--- config.mk ---
export PLATFORM = sky130hd
export DESIGN_NAME = core_top
export DESIGN_NICKNAME = d
export VERILOG_FILES = /design/src/core_pkg.sv /design/src/core_top.sv /design/src/core_sequencer.sv /design/src/core_result.sv /design/src/core_execute.sv /design/src/core_regfile.sv /design/src/core_decode.sv
export SDC_FILE = /design/constraint.sdc
export NUM_CORES = 2
export LEC_CHECK = 0
export BUFFER_PORTS_ARGS = -buffer_cell sky130_fd_sc_hd__buf_2
export CAP_MARGIN = 5
export CORE_ASPECT_RATIO = 0.6
export CORE_MARGIN = 1
export CORE_UTILIZATION = 30
export CTS_BUF_LIST = sky130_fd_sc_hd__clkbuf_16
export CTS_CLUSTER_DIAMETER = 120
export DETAILED_ROUTE_END_ITERATION = 6
export SKIP_CTS_REPAIR_TIMING = 1
export SLEW_MARGIN = 30
export SYNTH_ARGS = -nofsm -noshare
export SYNTH_HDL_FRONTEND = slang
export SYNTH_SLANG_ARGS = --single-unit
--- constraint.sdc ---
create_clock -name clk -period 11 [get_ports clk]
set_clock_uncertainty 0.15 [all_clocks]
set_input_delay 1.1 -clock clk [delete_from_list [all_inputs] [get_ports clk]]
set_output_delay 1.1 -clock clk [all_outputs]
set_load 0.02 [all_outputs]
--- src/core_pkg.sv ---
// RV32I core shared definitions
// Word and index types, opcode and ALU encodings, load/store size codes
package core_pkg;

    // Data, address and instruction word
    typedef logic [31:0] word_t;
    typedef logic [4:0]  reg_idx_t;
    // One enable bit per byte lane
    typedef logic [3:0]  strb_t;

    // Major opcodes, instruction bits [6:0]
    typedef enum logic [6:0] {
        OP_R      = 7'b0110011,
        OP_IMM    = 7'b0010011,
        OP_LOAD   = 7'b0000011,
        OP_STORE  = 7'b0100011,
        OP_BRANCH = 7'b1100011,
        OP_JAL    = 7'b1101111,
        OP_JALR   = 7'b1100111,
        OP_LUI    = 7'b0110111,
        OP_AUIPC  = 7'b0010111,
        OP_SYSTEM = 7'b1110011
    } opcode_e;

    // ALU operations, the last six are the branch compares
    typedef enum logic [3:0] {
        ALU_ADD, ALU_SUB, ALU_SLL, ALU_SLT,
        ALU_SLTU, ALU_XOR, ALU_SRL, ALU_SRA,
        ALU_OR, ALU_AND, ALU_EQ, ALU_NE,
        ALU_LT, ALU_GE, ALU_LTU, ALU_GEU
    } alu_op_e;

    // Load/store size codes in funct3
    localparam logic [2:0] F3_BYTE   = 3'b000;
    localparam logic [2:0] F3_HALF   = 3'b001;
    localparam logic [2:0] F3_WORD   = 3'b010;
    localparam logic [2:0] F3_BYTE_U = 3'b100;
    localparam logic [2:0] F3_HALF_U = 3'b101;

    // addi x0, x0, 0
    localparam word_t NOP_WORD = 32'h0000_0013;

endpackage
--- src/core_top.sv ---
// RV32I single-issue core top level
// Sequencer, decode, register file, execute and result stages
`timescale 1ns/100ps

module core_top import core_pkg::*; #(
    parameter word_t RESET_PC = '0
) (
    input  logic  clk,
    input  logic  rstn,
    output logic  mem_req,
    output logic  mem_we,
    output word_t mem_addr,
    output word_t mem_wdata,
    output strb_t mem_wstrb,
    input  word_t mem_rdata,
    input  logic  mem_ack,
    output logic  halt
);

    word_t      ir, pc, load_word;
    word_t      imm, rs1_data, rs2_data;
    word_t      exe_value, next_pc, wb_data, store_data;
    strb_t      store_strb;
    reg_idx_t   rs1, rs2, rd;
    alu_op_e    alu_op;
    logic [2:0] funct3;
    logic       use_imm, is_load, is_store, is_branch;
    logic       is_jal, is_jalr, is_lui, is_auipc;
    logic       is_system, reg_write, wb_en;

    core_sequencer #(.RESET_PC(RESET_PC)) u_seq (
        .clk(clk), .rstn(rstn), .mem_ack(mem_ack), .mem_rdata(mem_rdata),
        .next_pc(next_pc), .exe_value(exe_value),
        .store_data(store_data), .store_strb(store_strb),
        .is_load(is_load), .is_store(is_store), .is_system(is_system),
        .reg_write(reg_write), .mem_req(mem_req), .mem_we(mem_we),
        .mem_addr(mem_addr), .mem_wdata(mem_wdata), .mem_wstrb(mem_wstrb),
        .ir(ir), .pc(pc), .load_word(load_word), .wb_en(wb_en), .halt(halt)
    );

    core_decode u_dec (
        .ir(ir), .rs1(rs1), .rs2(rs2), .rd(rd), .imm(imm), .alu_op(alu_op),
        .funct3(funct3), .use_imm(use_imm), .is_load(is_load),
        .is_store(is_store), .is_branch(is_branch), .is_jal(is_jal),
        .is_jalr(is_jalr), .is_lui(is_lui), .is_auipc(is_auipc),
        .is_system(is_system), .reg_write(reg_write)
    );

    core_regfile u_rf (
        .clk(clk), .rstn(rstn), .rs1(rs1), .rs2(rs2), .rd(rd),
        .wb_en(wb_en), .wb_data(wb_data),
        .rs1_data(rs1_data), .rs2_data(rs2_data)
    );

    core_execute u_exe (
        .pc(pc), .rs1_data(rs1_data), .rs2_data(rs2_data), .imm(imm),
        .alu_op(alu_op), .use_imm(use_imm), .is_branch(is_branch),
        .is_jal(is_jal), .is_jalr(is_jalr), .is_lui(is_lui),
        .is_auipc(is_auipc), .exe_value(exe_value), .next_pc(next_pc)
    );

    core_result u_res (
        .exe_value(exe_value), .rs2_data(rs2_data), .funct3(funct3),
        .load_word(load_word), .is_load(is_load),
        .store_data(store_data), .store_strb(store_strb), .wb_data(wb_data)
    );

endmodule

--- src/core_sequencer.sv ---
// RV32I instruction sequencer
// Program counter, instruction register and the per-instruction FSM,
// driving fetch and data accesses over one four-phase memory port
`timescale 1ns/100ps

module core_sequencer import core_pkg::*; #(
    parameter word_t RESET_PC = '0
) (
    input  logic  clk,
    input  logic  rstn,
    input  logic  mem_ack,
    input  word_t mem_rdata,
    input  word_t next_pc,
    input  word_t exe_value,
    input  word_t store_data,
    input  strb_t store_strb,
    input  logic  is_load,
    input  logic  is_store,
    input  logic  is_system,
    input  logic  reg_write,
    output logic  mem_req,
    output logic  mem_we,
    output word_t mem_addr,
    output word_t mem_wdata,
    output strb_t mem_wstrb,
    output word_t ir,
    output word_t pc,
    output word_t load_word,
    output logic  wb_en,
    output logic  halt
);

    typedef enum logic [2:0] {S_FETCH, S_EXEC, S_MEM, S_WB, S_HALT} state_e;

    state_e state;
    word_t  dat_addr;
    logic   idle_bus;
    logic   ack_now;

    // A new request needs both sides of the last handshake low
    assign idle_bus = !mem_req && !mem_ack;
    assign ack_now  = mem_req && mem_ack;

    // ######################################
    // FSM
    // ######################################
    always_ff @(posedge clk) begin
        if (!rstn) begin
            state   <= S_FETCH;
            pc      <= RESET_PC;
            ir      <= NOP_WORD;
            mem_req <= 1'b0;
            mem_we  <= 1'b0;
        end else begin
            case (state)
                S_FETCH: begin
                    if (idle_bus) begin
                        mem_req <= 1'b1;
                    end else if (ack_now) begin
                        ir      <= mem_rdata;
                        mem_req <= 1'b0;
                        state   <= S_EXEC;
                    end
                end
                S_EXEC: begin
                    if (is_system) begin
                        state <= S_HALT;
                    end else if (is_load || is_store) begin
                        mem_we <= is_store;
                        state  <= S_MEM;
                    end else begin
                        state <= S_WB;
                    end
                end
                S_MEM: begin
                    if (idle_bus) begin
                        mem_req <= 1'b1;
                    end else if (ack_now) begin
                        mem_req <= 1'b0;
                        mem_we  <= 1'b0;
                        state   <= S_WB;
                    end
                end
                S_WB: begin
                    pc    <= next_pc;
                    state <= S_FETCH;
                end
                // Halted until reset
                default: state <= S_HALT;
            endcase
        end
    end

    // Data access address and payload, plus captured read data
    always_ff @(posedge clk) begin
        if (state == S_EXEC) begin
            dat_addr  <= exe_value;
            mem_wdata <= store_data;
            mem_wstrb <= is_store ? store_strb : '0;
        end
        if (state == S_MEM && ack_now) begin
            load_word <= mem_rdata;
        end
    end

    // Fetch uses pc, which holds until write-back
    assign mem_addr = (state == S_MEM) ? dat_addr : pc;
    assign wb_en    = (state == S_WB) && reg_write;
    assign halt     = (state == S_HALT) || (state == S_EXEC && is_system);

    // ######################################
    // Checks
    // ######################################
    a_req_after_ack_low: assert property (@(posedge clk) disable iff (!rstn)
        $rose(mem_req) |-> !$past(mem_ack));

    a_halt_sticky: assert property (@(posedge clk) disable iff (!rstn)
        halt |=> halt);

endmodule

--- src/core_result.sv ---
// RV32I load/store lane handling
// Store data replication and strobes, load extraction, write-back select
`timescale 1ns/100ps

module core_result import core_pkg::*; (
    input  word_t      exe_value,
    input  word_t      rs2_data,
    input  logic [2:0] funct3,
    input  word_t      load_word,
    input  logic       is_load,
    output word_t      store_data,
    output strb_t      store_strb,
    output word_t      wb_data
);

    logic [1:0] lane;
    word_t      shifted;
    word_t      load_val;

    // Byte offset of the access within the word
    assign lane = exe_value[1:0];

    // ######################################
    // Store formatting
    // ######################################
    always_comb begin
        case (funct3)
            F3_BYTE: begin
                store_data = {4{rs2_data[7:0]}};
                store_strb = strb_t'(4'b0001 << lane);
            end
            F3_HALF: begin
                store_data = {2{rs2_data[15:0]}};
                store_strb = strb_t'(4'b0011 << lane);
            end
            default: begin
                // Full word
                store_data = rs2_data;
                store_strb = 4'b1111;
            end
        endcase
    end

    // ######################################
    // Load extraction
    // ######################################
    // Addressed byte or halfword moved down to bit 0
    assign shifted = load_word >> {lane, 3'b000};

    always_comb begin
        case (funct3)
            F3_BYTE:   load_val = {{24{shifted[7]}}, shifted[7:0]};
            F3_HALF:   load_val = {{16{shifted[15]}}, shifted[15:0]};
            F3_BYTE_U: load_val = {24'b0, shifted[7:0]};
            F3_HALF_U: load_val = {16'b0, shifted[15:0]};
            F3_WORD:   load_val = load_word;
            default:   load_val = load_word;
        endcase
    end

    assign wb_data = is_load ? load_val : exe_value;

endmodule

--- src/core_execute.sv ---
// RV32I execute stage
// ALU with branch compare, write-back value for jumps and upper immediates,
// next program counter
`timescale 1ns/100ps

module core_execute import core_pkg::*; (
    input  word_t   pc,
    input  word_t   rs1_data,
    input  word_t   rs2_data,
    input  word_t   imm,
    input  alu_op_e alu_op,
    input  logic    use_imm,
    input  logic    is_branch,
    input  logic    is_jal,
    input  logic    is_jalr,
    input  logic    is_lui,
    input  logic    is_auipc,
    output word_t   exe_value,
    output word_t   next_pc
);

    word_t op_b;
    word_t alu_res;
    word_t pc_plus4;
    word_t pc_target;
    logic  taken;

    assign op_b = use_imm ? imm : rs2_data;

    // ######################################
    // ALU
    // ######################################
    always_comb begin
        case (alu_op)
            ALU_ADD:  alu_res = rs1_data + op_b;
            ALU_SUB:  alu_res = rs1_data - op_b;
            ALU_SLL:  alu_res = rs1_data << op_b[4:0];
            ALU_SLT:  alu_res = {31'b0, $signed(rs1_data) < $signed(op_b)};
            ALU_SLTU: alu_res = {31'b0, rs1_data < op_b};
            ALU_XOR:  alu_res = rs1_data ^ op_b;
            ALU_SRL:  alu_res = rs1_data >> op_b[4:0];
            ALU_SRA:  alu_res = word_t'($signed(rs1_data) >>> op_b[4:0]);
            ALU_OR:   alu_res = rs1_data | op_b;
            ALU_AND:  alu_res = rs1_data & op_b;
            // Branch compares leave the outcome in bit 0
            ALU_EQ:   alu_res = {31'b0, rs1_data == op_b};
            ALU_NE:   alu_res = {31'b0, rs1_data != op_b};
            ALU_LT:   alu_res = {31'b0, $signed(rs1_data) < $signed(op_b)};
            ALU_GE:   alu_res = {31'b0, $signed(rs1_data) >= $signed(op_b)};
            ALU_LTU:  alu_res = {31'b0, rs1_data < op_b};
            ALU_GEU:  alu_res = {31'b0, rs1_data >= op_b};
            default:  alu_res = rs1_data + op_b;
        endcase
    end

    // ######################################
    // Result and next pc
    // ######################################
    assign pc_plus4  = pc + 32'd4;
    // Branch and JAL target, also the AUIPC result
    assign pc_target = pc + imm;
    assign taken     = is_branch && alu_res[0];

    // Link value for jumps, effective address for loads and stores
    assign exe_value = is_lui              ? imm :
                       is_auipc            ? pc_target :
                       (is_jal || is_jalr) ? pc_plus4 :
                       alu_res;

    // JALR target is rs1 + imm with bit 0 cleared
    assign next_pc = is_jalr             ? {alu_res[31:1], 1'b0} :
                     (is_jal || taken)   ? pc_target :
                     pc_plus4;

endmodule

--- src/core_regfile.sv ---
// RV32I register file
// 32 x 32 bits, two combinational reads, one write, x0 reads as zero
`timescale 1ns/100ps

module core_regfile import core_pkg::*; (
    input  logic     clk,
    input  logic     rstn,
    input  reg_idx_t rs1,
    input  reg_idx_t rs2,
    input  reg_idx_t rd,
    input  logic     wb_en,
    input  word_t    wb_data,
    output word_t    rs1_data,
    output word_t    rs2_data
);

    // No storage behind x0
    word_t regs [1:31];

    always_ff @(posedge clk) begin
        if (!rstn) begin
            for (int i = 1; i < 32; i++) begin
                regs[i] <= '0;
            end
        end else if (wb_en && (rd != 5'd0)) begin
            regs[rd] <= wb_data;
        end
    end

    assign rs1_data = (rs1 == 5'd0) ? '0 : regs[rs1];
    assign rs2_data = (rs2 == 5'd0) ? '0 : regs[rs2];

    // Decode already filters x0 out of reg_write
    a_no_x0_write: assert property (@(posedge clk) disable iff (!rstn)
        wb_en |-> (rd != 5'd0));

endmodule

--- src/core_decode.sv ---
// RV32I instruction decoder
// Splits the instruction into fields, picks the immediate and flags the class
`timescale 1ns/100ps

module core_decode import core_pkg::*; (
    input  word_t    ir,
    output reg_idx_t rs1,
    output reg_idx_t rs2,
    output reg_idx_t rd,
    output word_t    imm,
    output alu_op_e  alu_op,
    output logic [2:0] funct3,
    output logic     use_imm,
    output logic     is_load,
    output logic     is_store,
    output logic     is_branch,
    output logic     is_jal,
    output logic     is_jalr,
    output logic     is_lui,
    output logic     is_auipc,
    output logic     is_system,
    output logic     reg_write
);

    opcode_e    opcode;
    logic [6:0] funct7;
    logic       is_rtype;
    logic       is_itype;
    word_t      imm_i;
    word_t      imm_s;
    word_t      imm_b;
    word_t      imm_u;
    word_t      imm_j;

    // ######################################
    // Fields
    // ######################################
    assign opcode = opcode_e'(ir[6:0]);
    assign rd     = ir[11:7];
    assign funct3 = ir[14:12];
    assign rs1    = ir[19:15];
    assign rs2    = ir[24:20];
    assign funct7 = ir[31:25];

    // Class flags, unknown opcodes decode as a no-op
    assign is_rtype  = (opcode == OP_R);
    assign is_itype  = (opcode == OP_IMM);
    assign is_load   = (opcode == OP_LOAD);
    assign is_store  = (opcode == OP_STORE);
    assign is_branch = (opcode == OP_BRANCH);
    assign is_jal    = (opcode == OP_JAL);
    assign is_jalr   = (opcode == OP_JALR);
    assign is_lui    = (opcode == OP_LUI);
    assign is_auipc  = (opcode == OP_AUIPC);
    // ECALL and EBREAK, both with funct3 zero
    assign is_system = (opcode == OP_SYSTEM) && (funct3 == 3'b000);

    // Second ALU operand from the immediate
    assign use_imm = is_itype | is_load | is_store | is_jalr;

    // Writes to x0 are dropped here
    assign reg_write = (is_rtype | is_itype | is_load | is_jal | is_jalr |
                        is_lui | is_auipc) && (rd != 5'd0);

    // ######################################
    // Immediates
    // ######################################
    assign imm_i = {{20{ir[31]}}, ir[31:20]};
    assign imm_s = {{20{ir[31]}}, ir[31:25], ir[11:7]};
    assign imm_b = {{19{ir[31]}}, ir[31], ir[7], ir[30:25], ir[11:8], 1'b0};
    assign imm_u = {ir[31:12], 12'b0};
    assign imm_j = {{11{ir[31]}}, ir[31], ir[19:12], ir[20], ir[30:21], 1'b0};

    always_comb begin
        if (is_store) begin
            imm = imm_s;
        end else if (is_branch) begin
            imm = imm_b;
        end else if (is_jal) begin
            imm = imm_j;
        end else if (is_lui || is_auipc) begin
            imm = imm_u;
        end else begin
            // I-type ALU, loads and JALR
            imm = imm_i;
        end
    end

    // ######################################
    // ALU operation
    // ######################################
    always_comb begin
        // Address adds for loads, stores and JALR
        alu_op = ALU_ADD;
        if (is_branch) begin
            case (funct3)
                3'b001:  alu_op = ALU_NE;
                3'b100:  alu_op = ALU_LT;
                3'b101:  alu_op = ALU_GE;
                3'b110:  alu_op = ALU_LTU;
                3'b111:  alu_op = ALU_GEU;
                default: alu_op = ALU_EQ;
            endcase
        end else if (is_rtype || is_itype) begin
            case (funct3)
                // SUB only exists in R-type
                3'b000: alu_op = (is_rtype && funct7[5]) ? ALU_SUB : ALU_ADD;
                3'b001: alu_op = ALU_SLL;
                3'b010: alu_op = ALU_SLT;
                3'b011: alu_op = ALU_SLTU;
                3'b100: alu_op = ALU_XOR;
                3'b101: alu_op = funct7[5] ? ALU_SRA : ALU_SRL;
                3'b110: alu_op = ALU_OR;
                3'b111: alu_op = ALU_AND;
            endcase
        end
    end

endmodule

Yosys cells after proc, flatten, opt, wreduce, memory -nomap -nowiden. Memory sizes are Yosys's and may differ from the RTL's. A register that Yosys moved wholly into a read port is not among the register bits. Index checks and enable logic that the tools add are counted.

Flip-flop bits (word level): 169. RAM bits: 992. Bits of input ports: 35. Output and inout port bits: 71. Memories: 1.

Add/sub/neg operators: 4. Order comparisons: 4. Eq/ne operators: 44. Shift-type cells: 6. Muxes and demuxes: 48. Bitwise logic cells: 13. Reduce and logical (&&, ||, !) cells: 34.

Memories: u_rf.regs (words 31, width 32, rd ports 2, clocked after Yosys merged registers in 2, wr ports 31, line core_regfile.sv:18) `word_t regs [1:31];`.

Operator list (count): $pmux W32 S14 (1); $mux W32 (11); $pmux W32 S4 (1); $mux W31 (4); $add A32 B32 Y32 (2); $ge A32 B32 Y1 (2); $lt A32 B32 Y1 (2); $pmux W32 S2 (1); $add A32 B3 Y32 const B (1); $and A32 B32 Y32 (1); $eq A32 B32 Y1 (1); $eq A4 B4 Y1 const B (8); $ne A32 B32 Y1 (1); $or A32 B32 Y32 (1); $pmux W4 S8 (1); $reduce_or A32 Y1 (1); $shl A32 B5 Y32 (1); $shr A32 B5 Y16 (1); $shr A32 B5 Y32 (1); $sshr A32 B5 Y32 (1); $sub A32 B32 Y32 (1); $xor A32 B32 Y32 (1); $eq A7 B7 Y1 const B (4); $mux W5 (5); 35 further kinds (99).

Depth between registers and ports, before layout.
Word-level depth: 16. Depth in mapped cells: 34.

Modules after synthesis. Synthesis repeated with hierarchy kept, for this count alone.

Cells, all modules: 6478. Area, all modules: 76260.6 µm².

By module, submodules not included: core_regfile (instances 1, cells each 3766, area an instance 54701.2 µm², seq. area each 30749.5 µm²); core_execute (instances 1, cells each 1922, area an instance 13151.4 µm², seq. area each 0.0 µm²); core_sequencer (instances 1, cells each 460, area an instance 6222.2 µm², seq. area each 4384.2 µm²); core_result (instances 1, cells each 212, area an instance 1398.8 µm², seq. area each 0.0 µm²); core_decode (instances 1, cells each 118, area an instance 787.0 µm², seq. area each 0.0 µm²).

Worst setup path after synthesis. OpenSTA, ideal clock, no wires.

Kind: register -> register. Start point: register with a tool-made name. End point: memory u_rf.regs[22][31] (netlist name), data pin. Arrival time: 7.802 ns. Required time: 10.575 ns. Slack: 2.772 ns. Cell stages (with the launch flop): 30. Path through: dfxtp_1 > buf_6 > buf_2 > buf_1 > buf_1 > mux4_2 > mux4_2 > mux2_2 > o21ai_0 > o21ai_0 > ha_1 > clkbuf_1 > or4_1 > or3_1 > or3_1 > mux2_2 > nor2_1 > o311ai_0 > a211oi_1 > and3_1 > a21o_1 > buf_6 > inv_4 > mux2_4 > a21o_1 > buf_6 > buf_6 > a2111oi_4 > buf_6 > nor3_2.

RTL lines (line): end: declaration (core_regfile.sv:18).

==> impl_metrics.ini <==
[placement]
hpwlAfterDp_mm = 247.7
gp_congestion = 1.108
io_buffers = 105
post-place-cells = 9594

[detailed_routing]
drtIter0Drc = 12420
routedWlPerCell_um = 37.06
finalWirelength_mm = 363.7
firstDrtPassIters = 7
postRouteAntennaNets = 0
vias_per_cell = 6.496
drcViolationCount = 3
via_count = 63740

[sta]
finalCriticalPeriod_ps = 9608
finalMaxSlewViolations = 0
finalCritPeriodShare_pct = 87.35
setup_viol = 0
fmax_mhz = 104.1
relSlewSlack_pct = 14.62
worst_pin_slew_ps = 1281
setup-tns-final_ps = 0
rsz0062_at_grt = false
hold_violations = 0

[floorplanning]
rows = 141
dieArea_um2 = 251500
coreArea_um2 = 247000
die_x_um = 646.8
start_util_pct = 30.30
die_h_um = 388.9
ios = 106

[setup_path]
reg2reg_depth = 24
worstSetupEndpointType = flip-flop
critical-path-top-delay-family = simple AND/OR/NAND/NOR gates
worst-path-max-fanout = 32
max_stage_delay_ps = 970
path_class = reg -> reg
cp_data_required_time_ps = 11320
critPathBufInv = 5
crit_slowest_cell = or3_1
crit_arrival_ps = 9930
path_depth = 24
start_kind = flip-flop
crit_chain = buf_12, mux4_2, mux4_2, o22ai_1, or3_1, inv_1, ha_1, nor2_1, nand2_1, or3_1, or3_1, mux2_2, nor2_1, o311ai_0, a211oi_1, and3_1, a21o_1, buf_4, mux2i_1, o22ai_4, buf_4, a2111oi_4, buf_4, nor3_1

[logic_synthesis]
syn-cell-area_um2 = 74830
synthCells = 6454
ys_seq_elements = 1203
synth_edf_count = 1124
seq_area_frac_synth_pct = 47.22
syn_avg_cell_area_um2 = 11.59
synthFlopType = edfxtp_1
synth_cell_type_count = 112
yosys_warnings = 0
ys_async_sr_fraction_pct = 0

[clocking]
cts_tree = yes
htree_levels = 3
cts.reportedPaths.clkPinSlew_ps = 70
cts_buffers = 110
clkLatencyLatePin_ps = 790
cts_buffer_depth = 3
cts_root_buf = clkbuf_16
cts_sinks = 1203

[grt]
grt_max_degree = 62
grt_pass1_wl_mm = 487.9
grt_overflow_total = 0
antenna_found_initial = 31
grt_pass1_vias = 58490
grt_usage_pct = 27.90

[outcome]
failed_checks = design-rule violations
status = finished with violations

[power]
power_leakage_uw = 0.02852
power.density_nw_per_um2 = 141.1
max-vdd-ir-drop_v = 0.0001187

[min_path]
whs_path_depth = 2
hold_path_class = reg -> reg

[finish]
stdcell_count = 9812
area_growth_pct = 12.30
layout_common_cells = edfxtp_1 (1124), nor2_1 (789), mux4_2 (531)
drive_gt1_share_pct = 23.04
nFillCells = 24280
final_common_cell = edfxtp_1
nets = 6588

[run]
cap_viol_max_count = 0
==> report_power, final <==
part	internal [uW]	switching, uW	total [uW]	leakage (uW)
Combinational	686	1780	2470	0.0145
Clock	2190	1930	4130	0.00188
Sequential	5160	103	5260	0.0121
==> registers in the layout, indices dropped and copies added, names as in the netlist, named ones only <==
register / flops
u_seq.mem_wdata: 32
u_rf.regs: 1024
u_seq.mem_we: 1
u_seq.mem_wstrb: 4
u_seq.mem_req: 1
u_seq.ir: 32
u_seq.pc: 32
u_seq.load_word: 32
u_seq.dat_addr: 32
u_seq.state: 3
==> stage by stage <==
step                total power, uW  hold slack [ps]  utilization, %  setup WS, ps  area [um^2]
detailed placement             7658            357.5           32.48          1661        80230
floorplan                      6586            302.3               -          2772        74940
CTS                           11680            367.5           33.99          1654        83950
global placement               7631            352.8           32.47          1525        80190
global route                  12040            393.7           34.02          1064        84020
finish                        11860            369.6           34.02          1392        84030
==> area by class of cell <==
class,instances,area [um^2],area share (%)
tap,3289,4115,4.897
clock buffer,112,2803,3.335
clock inverter,92,912.1,1.085
multi-input combinational,4497,36790,43.78
inverter,144,545.5,0.6492
antenna,13,32.53,0.03871
timing repair buffer,462,3471,4.130
sequential,1203,35360,42.08
==> layer usage <==
metal	wire (um)	track usage, %
met1	142400	39.92
met2	131100	33.96
met3	74170	15.66
met4	15660	10.11
met5	345	0.6293
==> path summary, 6_finish.rpt <==
check	startpoint	end	slack, ps
hold reg to reg	u_seq.ir[29]	u_seq.ir[29]	370
setup / recovery	flip-flop	u_rf.regs[28][31]	1390
setup reg to reg	flip-flop	u_rf.regs[28][31]	1390
hold / removal	u_seq.ir[29]	u_seq.ir[29]	370
==> synthesized netlist by cell type, types with 37 or more instances <==
library cell  count  area share (%)
xnor2_1          53            0.62
o21ai_0         282             1.9
nand2b_1         47            0.39
mux2_2           78             1.2
mux4_2          531              16
mux2i_1         259             3.5
a31oi_1          37            0.31
a211oi_1         50            0.50
nor3_1          509             3.4
buf_1            67            0.34
edfxtp_1       1124              45
o22ai_1          49            0.41
a21oi_1         234             1.6
nand2_1         478             2.4
ha_1            132             2.2
o211ai_1         61            0.61
buf_2           127            0.85
dfxtp_1          79             2.1
inv_1           120            0.60
and3_1           43            0.36
clkbuf_1        392             2.0
a21o_1           75            0.75
nor2_1          808             4.1
a22oi_1          70            0.70
nand3_1          87            0.58
==> worst reg2reg max path, stage by stage (launching register included) <==
cell       delay, ps
dfxtp_4          850
buf_12           340
mux4_2           580
mux4_2           520
o22ai_1          250
or3_1            970
inv_1            230
ha_1             500
nor2_1           270
nand2_1          120
or3_1            470
or3_1            650
mux2_2           380
nor2_1            80
o311ai_0         140
a211oi_1         350
and3_1           240
a21o_1           170
buf_4            300
mux2i_1          340
o22ai_4          220
buf_4            290
a2111oi_4        300
buf_4            500
nor3_1           140
==> cell families (layout without fill, tap and decap cells) <==
family | after synthesis | in the layout | synth area share, %
compound gates | 1170 | 1170 | 10.68
xor+xnor | 87 | 87 | 1.018
fa+ha+maj | 135 | 135 | 2.287
buf+inv | 785 | 810 | 4.657
flops | 1203 | 1203 | 47.22
mux | 874 | 874 | 20.74
other cells | 1 | 45 | 0.005011
simple gates | 2199 | 2199 | 13.39
Note: power is estimated with default switching activity, not from simulation.
